$ cat config.mk
export PLATFORM = sky130hd
export DESIGN_NAME = fc_weight_fetch
export DESIGN_NICKNAME = d
export VERILOG_FILES = /design/src/hdl/cnn_types_pkg.sv /design/src/hdl/weight_bus_pkg.sv /design/src/hdl/fc_weight_fetch.sv
export VERILOG_INCLUDE_DIRS = /design/src /design/src/hdl
export SDC_FILE = /design/constraint.sdc
export NUM_CORES = 1
export LEC_CHECK = 0
export ABC_CLOCK_PERIOD_IN_PS = 11870
export BUFFER_PORTS_ARGS = -buffer_cell sky130_fd_sc_hd__clkbuf_2
export CAP_MARGIN = 20
export CORE_MARGIN = 2
export CORE_UTILIZATION = 60
export DETAILED_ROUTE_END_ITERATION = 10
export PLACE_DENSITY = 0.91
export SLEW_MARGIN = 20
export SYNTH_ARGS = -nofsm -noshare
export SYNTH_HDL_FRONTEND = slang
export SYNTH_SLANG_ARGS = --single-unit
export TNS_END_PERCENT = 5
$ cat constraint.sdc
create_clock -name vclk -period 11.87
set_input_delay 0 -clock vclk [all_inputs]
set_output_delay 0 -clock vclk [all_outputs]
set_load 0.1 [all_outputs]
$ cat src/hdl/cnn_weight_defs.svh
`ifndef CNN_WEIGHT_DEFS_SVH
`define CNN_WEIGHT_DEFS_SVH

// float16 weights
`define DATA_WIDTH 16

// largest kernel edge, one slice holds KERNEL_SIZE_MAX squared elements
`define KERNEL_SIZE_MAX 3

`define PARA_Y 4 // weights returned per read

`define WEIGHT_WRITE_ADDR_WIDTH 6   // slice number, 64 slices
`define WEIGHT_READ_ADDR_WIDTH  10  // flat element index
`define FM_SIZE_WIDTH           5   // feature map edge

// total number of stored elements
`define WEIGHT_DEPTH ((1 << `WEIGHT_WRITE_ADDR_WIDTH) * `KERNEL_SIZE_MAX * `KERNEL_SIZE_MAX)

`endif

$ cat src/hdl/cnn_types_pkg.sv
`include "cnn_weight_defs.svh"

package cnn_types_pkg;

    // one half precision weight
    typedef logic [`DATA_WIDTH-1:0] weight_t;

    // slice number on the write side
    typedef logic [`WEIGHT_WRITE_ADDR_WIDTH-1:0] slice_addr_t;

    // element index on the read side
    typedef logic [`WEIGHT_READ_ADDR_WIDTH-1:0] elem_addr_t;

    typedef logic [`FM_SIZE_WIDTH-1:0] fm_size_t; // feature map edge length

    // one flag per output lane
    typedef logic [`PARA_Y-1:0] lane_mask_t;

endpackage

$ cat src/hdl/weight_bus_pkg.sv
`include "cnn_weight_defs.svh"

package weight_bus_pkg;

    // slice write, element 0 sits in the low 16 bits
    typedef struct packed {
        logic                                                            en;
        cnn_types_pkg::slice_addr_t                                      addr;
        cnn_types_pkg::weight_t [`KERNEL_SIZE_MAX*`KERNEL_SIZE_MAX-1:0]  data;
    } weight_slice_s;

    // lane addresses for one read port
    typedef struct packed {
        logic                                         en;
        cnn_types_pkg::elem_addr_t [`PARA_Y-1:0]      addr;
        cnn_types_pkg::lane_mask_t                    mask; // lane in range
    } lane_req_s;

    // registered read result of one port
    typedef struct packed {
        cnn_types_pkg::weight_t [`PARA_Y-1:0]  data;
        cnn_types_pkg::lane_mask_t             mask;
        logic                                  valid;
    } lane_data_s;

    typedef enum logic [1:0] {
        MODE_IDLE,
        MODE_CONV, // consecutive weights
        MODE_FC    // strided by fm_size squared
    } read_mode_e;

endpackage

$ cat src/hdl/fc_weight_fetch.sv
`timescale 1ns/1ps

`include "cnn_weight_defs.svh"

module fc_weight_fetch (
    input  logic                      clk,
    input  logic                      ena_fc_r,
    input  cnn_types_pkg::fm_size_t   fm_size,
    input  cnn_types_pkg::elem_addr_t addr_read,
    output weight_bus_pkg::lane_req_s req
);

    localparam int STRIDE_W = 2 * `FM_SIZE_WIDTH; // holds fm_size squared
    localparam int BASE_W   = (`WEIGHT_READ_ADDR_WIDTH > STRIDE_W) ?
                              `WEIGHT_READ_ADDR_WIDTH : STRIDE_W;
    localparam int SUM_W    = BASE_W + $clog2(`PARA_Y) + 1; // no overflow on the last lane

    logic [STRIDE_W-1:0] stride;
    logic [SUM_W-1:0]    offset;   // i * stride, built up lane by lane
    logic [SUM_W-1:0]    lane_sum;

    // one weight per output neuron, neurons are fm_size^2 apart
    assign stride = STRIDE_W'(fm_size) * STRIDE_W'(fm_size);

    always_comb begin
        offset = '0;
        req.en = ena_fc_r;
        for (int i = 0; i < `PARA_Y; i++) begin
            lane_sum    = SUM_W'(addr_read) + offset;
            req.addr[i] = lane_sum[`WEIGHT_READ_ADDR_WIDTH-1:0];
            req.mask[i] = ena_fc_r && (lane_sum < SUM_W'(`WEIGHT_DEPTH));
            offset      = offset + SUM_W'(stride);
        end
    end

    // a zero fm_size would point every lane at the same weight
    a_fm_size_nonzero: assert property (
        @(posedge clk) ena_fc_r |-> (fm_size != '0)
    ) else $error("fc read with fm_size of zero");

endmodule

==> results_dict.tcl <==
set metrics [dict create \
    grt_pass1_vias 1852 \
    die_h_um 62.2 \
    avgSynthCellArea_um2 7.70 \
    drc 0 \
    nClkBuffers 0 \
    ys_seq_area_share_pct 0 \
    hp-start "addr_read[0]" \
    yosys.cell_types.count 49 \
    yosys_warnings 0 \
    cp_data_arrival_time_ns 5.65 \
    post_cts_buffers 0 \
    antenna_cells 0 \
    postSynthCellCount 264 \
    wl_met3_um 84 \
    core_area_mm2 0.00328 \
    gp_congestion 0.788 \
    cts_hold_buf 0 \
    critPathMaxFanout 9 \
    wl_met2_mm 2.42 \
    grt_usage_pct 22.7 \
    cts_resized 0 \
    antenna_found_initial 0 \
    ioPinCount 62 \
    holdPathStages 2 \
    crit_type "in -> out" \
    top_layer "met3" \
    dieArea_mm2 0.00387 \
    rsz0062_at_grt "no" \
    finalSetupViolCount 0 \
    finalCritPeriodShare_pct 47.6 \
    synth_nets 331 \
    area_delta_synth_final_pct 12.8 \
    hold_class "in -> out" \
    port_buffers 61 \
    grt_pass1_wl_mm 7.62 \
    hold-path-endpoint "req[4]" \
    avgViaCountPerCell 5.58 \
    synthesis.area_mm2 0.00203 \
    worstPathCellList "clkbuf_2 > nand2_1 > fa_1 > fa_1 > fa_1 > inv_1 > ha_1 > a21o_1 > a21oi_1 > xnor2_1 > inv_1 > fa_1 > inv_1 > ha_1 > o21ai_0 > nor2_1 > a21oi_1 > xnor2_1 > or3_1 > a211oi_2 > clkbuf_2" \
    cp_slowest_cell "fa_1" \
    end_kind "primary output" \
    regArea_um2 0 \
    cap_violations 0 \
    max_freq_ghz 0.177 \
    hold_viol 0 \
    wl_met1_mm 1.85 \
    drive_gt1_share_pct 22.5 \
    cpPeakStageDelay_ns 0.55 \
    required_ns 11.87 \
    design.seq.count 0 \
    status "finished, final reports clean" \
    drtAntennaViolNets 0 \
    dr.pass1.iters 4 \
    synth_area_leader_cell "ha_1" \
    finalMaxSlewViolations 0 \
    nets 380 \
    synth_area_leaders "ha_1, fa_1, inv_1" \
    grt_max_degree 10 \
    post_dp_cell_area_mm2 0.00229 \
    fp-row-count 21 \
    die_x_um 62.2 \
    startpoint_type "input port" \
    cp_common_cell "fa_1" \
    wl_per_cell_um 12.2 \
    period_needed_ns 5.65 \
    start_util_pct 61.9 \
    grt_overflow 0 \
    hpwlAfterDp_mm 3.86 \
    slew_headroom_pct 61.0 \
    wl_mm 4.35 \
    fin_tns_setup_ns 0 \
    fin_area_mm2 0.00229 \
    drt_iter0_drc 47 \
    worst_pin_slew_ns 0.581 \
    vias 1991 \
    synth.top_cell.area_share_pct 23.4 \
]
worst max-delay path: cells and delay by family:
family | cells | cell delay (ns)
xor gates and xnor gates | 2 | 0.35
and+or+nand+nor | 3 | 0.64
buffers and inverters | 5 | 0.87
adders and majority gates | 6 | 2.73
AOI/OAI and AO/OA | 5 | 1.04
synth_stat cells (3+ instances only):
| cell type | number |
|---|---|
| inv_1 | 35 |
| a21oi_1 | 17 |
| nand2_1 | 10 |
| o21a_1 | 4 |
| o21ai_0 | 11 |
| o21ai_1 | 3 |
| nor2_1 | 19 |
| a31oi_1 | 3 |
| ha_1 | 38 |
| and2_1 | 8 |
| a211oi_2 | 5 |
| xor2_1 | 8 |
| buf_4 | 13 |
| a211oi_1 | 5 |
| fa_1 | 12 |
| xnor2_1 | 14 |
| a21o_1 | 8 |
| nor2b_1 | 6 |
| nor3_1 | 6 |
cell usage in the layout (no fill, tap or decap), drive strengths merged, types with 2 or more instances in the layout:
cell type,instances
a21o,8
nor3,6
xnor2,14
o31ai,2
nor2,19
nand3b,2
nor2b,6
a21boi,3
o21bai,3
a31oi,3
inv,35
fa,12
xor2,8
nand3,2
nand2,10
nor3b,2
nand4,2
ha,38
or3,3
and2,9
o21ai,14
clkbuf,61
nand2b,2
o21a,4
a211oi,10
a21oi,18
stage by stage:
step / worst slack, ns / utilization, % / hold WS, ns / instances
6_report: 6.22 / 69.8 / 0.461 / 357
5_1_grt: 5.82 / 69.8 / 0.478 / 357
4_1_cts: 6.19 / 69.8 / 0.463 / 357
3_5_place_dp: 6.20 / 69.8 / 0.463 / 357
3_3_place_gp: 6.28 / 69.8 / 0.459 / 357
2_1_floorplan: 5.40 / - / 0.212 / 264
kinds of logic (layout without fill, tap and decap cells):
logic type,after synthesis,in the layout,share of synthesized area [%]
compound gates,73,73,25.2
simple gates,68,68,17.6
fa+ha+maj,50,50,35.2
buf+inv,49,96,11.5
xor+xnor,22,22,9.48
mux,2,2,1.05
final cells by class:
| cell class | count | area [µm²] |
|---|---|---|
| Tap cell | 46 | 57.6 |
| Fill cell | 289 | 991 |
| Inverter | 35 | 131 |
| Multi-Input combinational cell | 215 | 1800 |
| Timing Repair Buffer | 61 | 305 |
worst max path at each step:
stage / startpoint / end / slack [ns]
final: fm_size[0] / req[3] / 6.22
after detailed placement: fm_size[0] / req[3] / 6.20
after floorplan: fm_size[0] / req[3] / 5.40
after global placement: fm_size[0] / req[3] / 6.28
after global routing: fm_size[0] / req[3] / 5.82
after CTS: fm_size[0] / req[3] / 6.19
per-layer routing:
layer	global-route usage, %	up-vias
met5	0	-
li1	-	1013
met3	0	0
met4	0.556	0
met2	46.5	24
met1	28.1	954
Power is left out: the tool's default activity adds up to more than one toggle a clock period on the data nets, which glitch-free logic cannot reach.
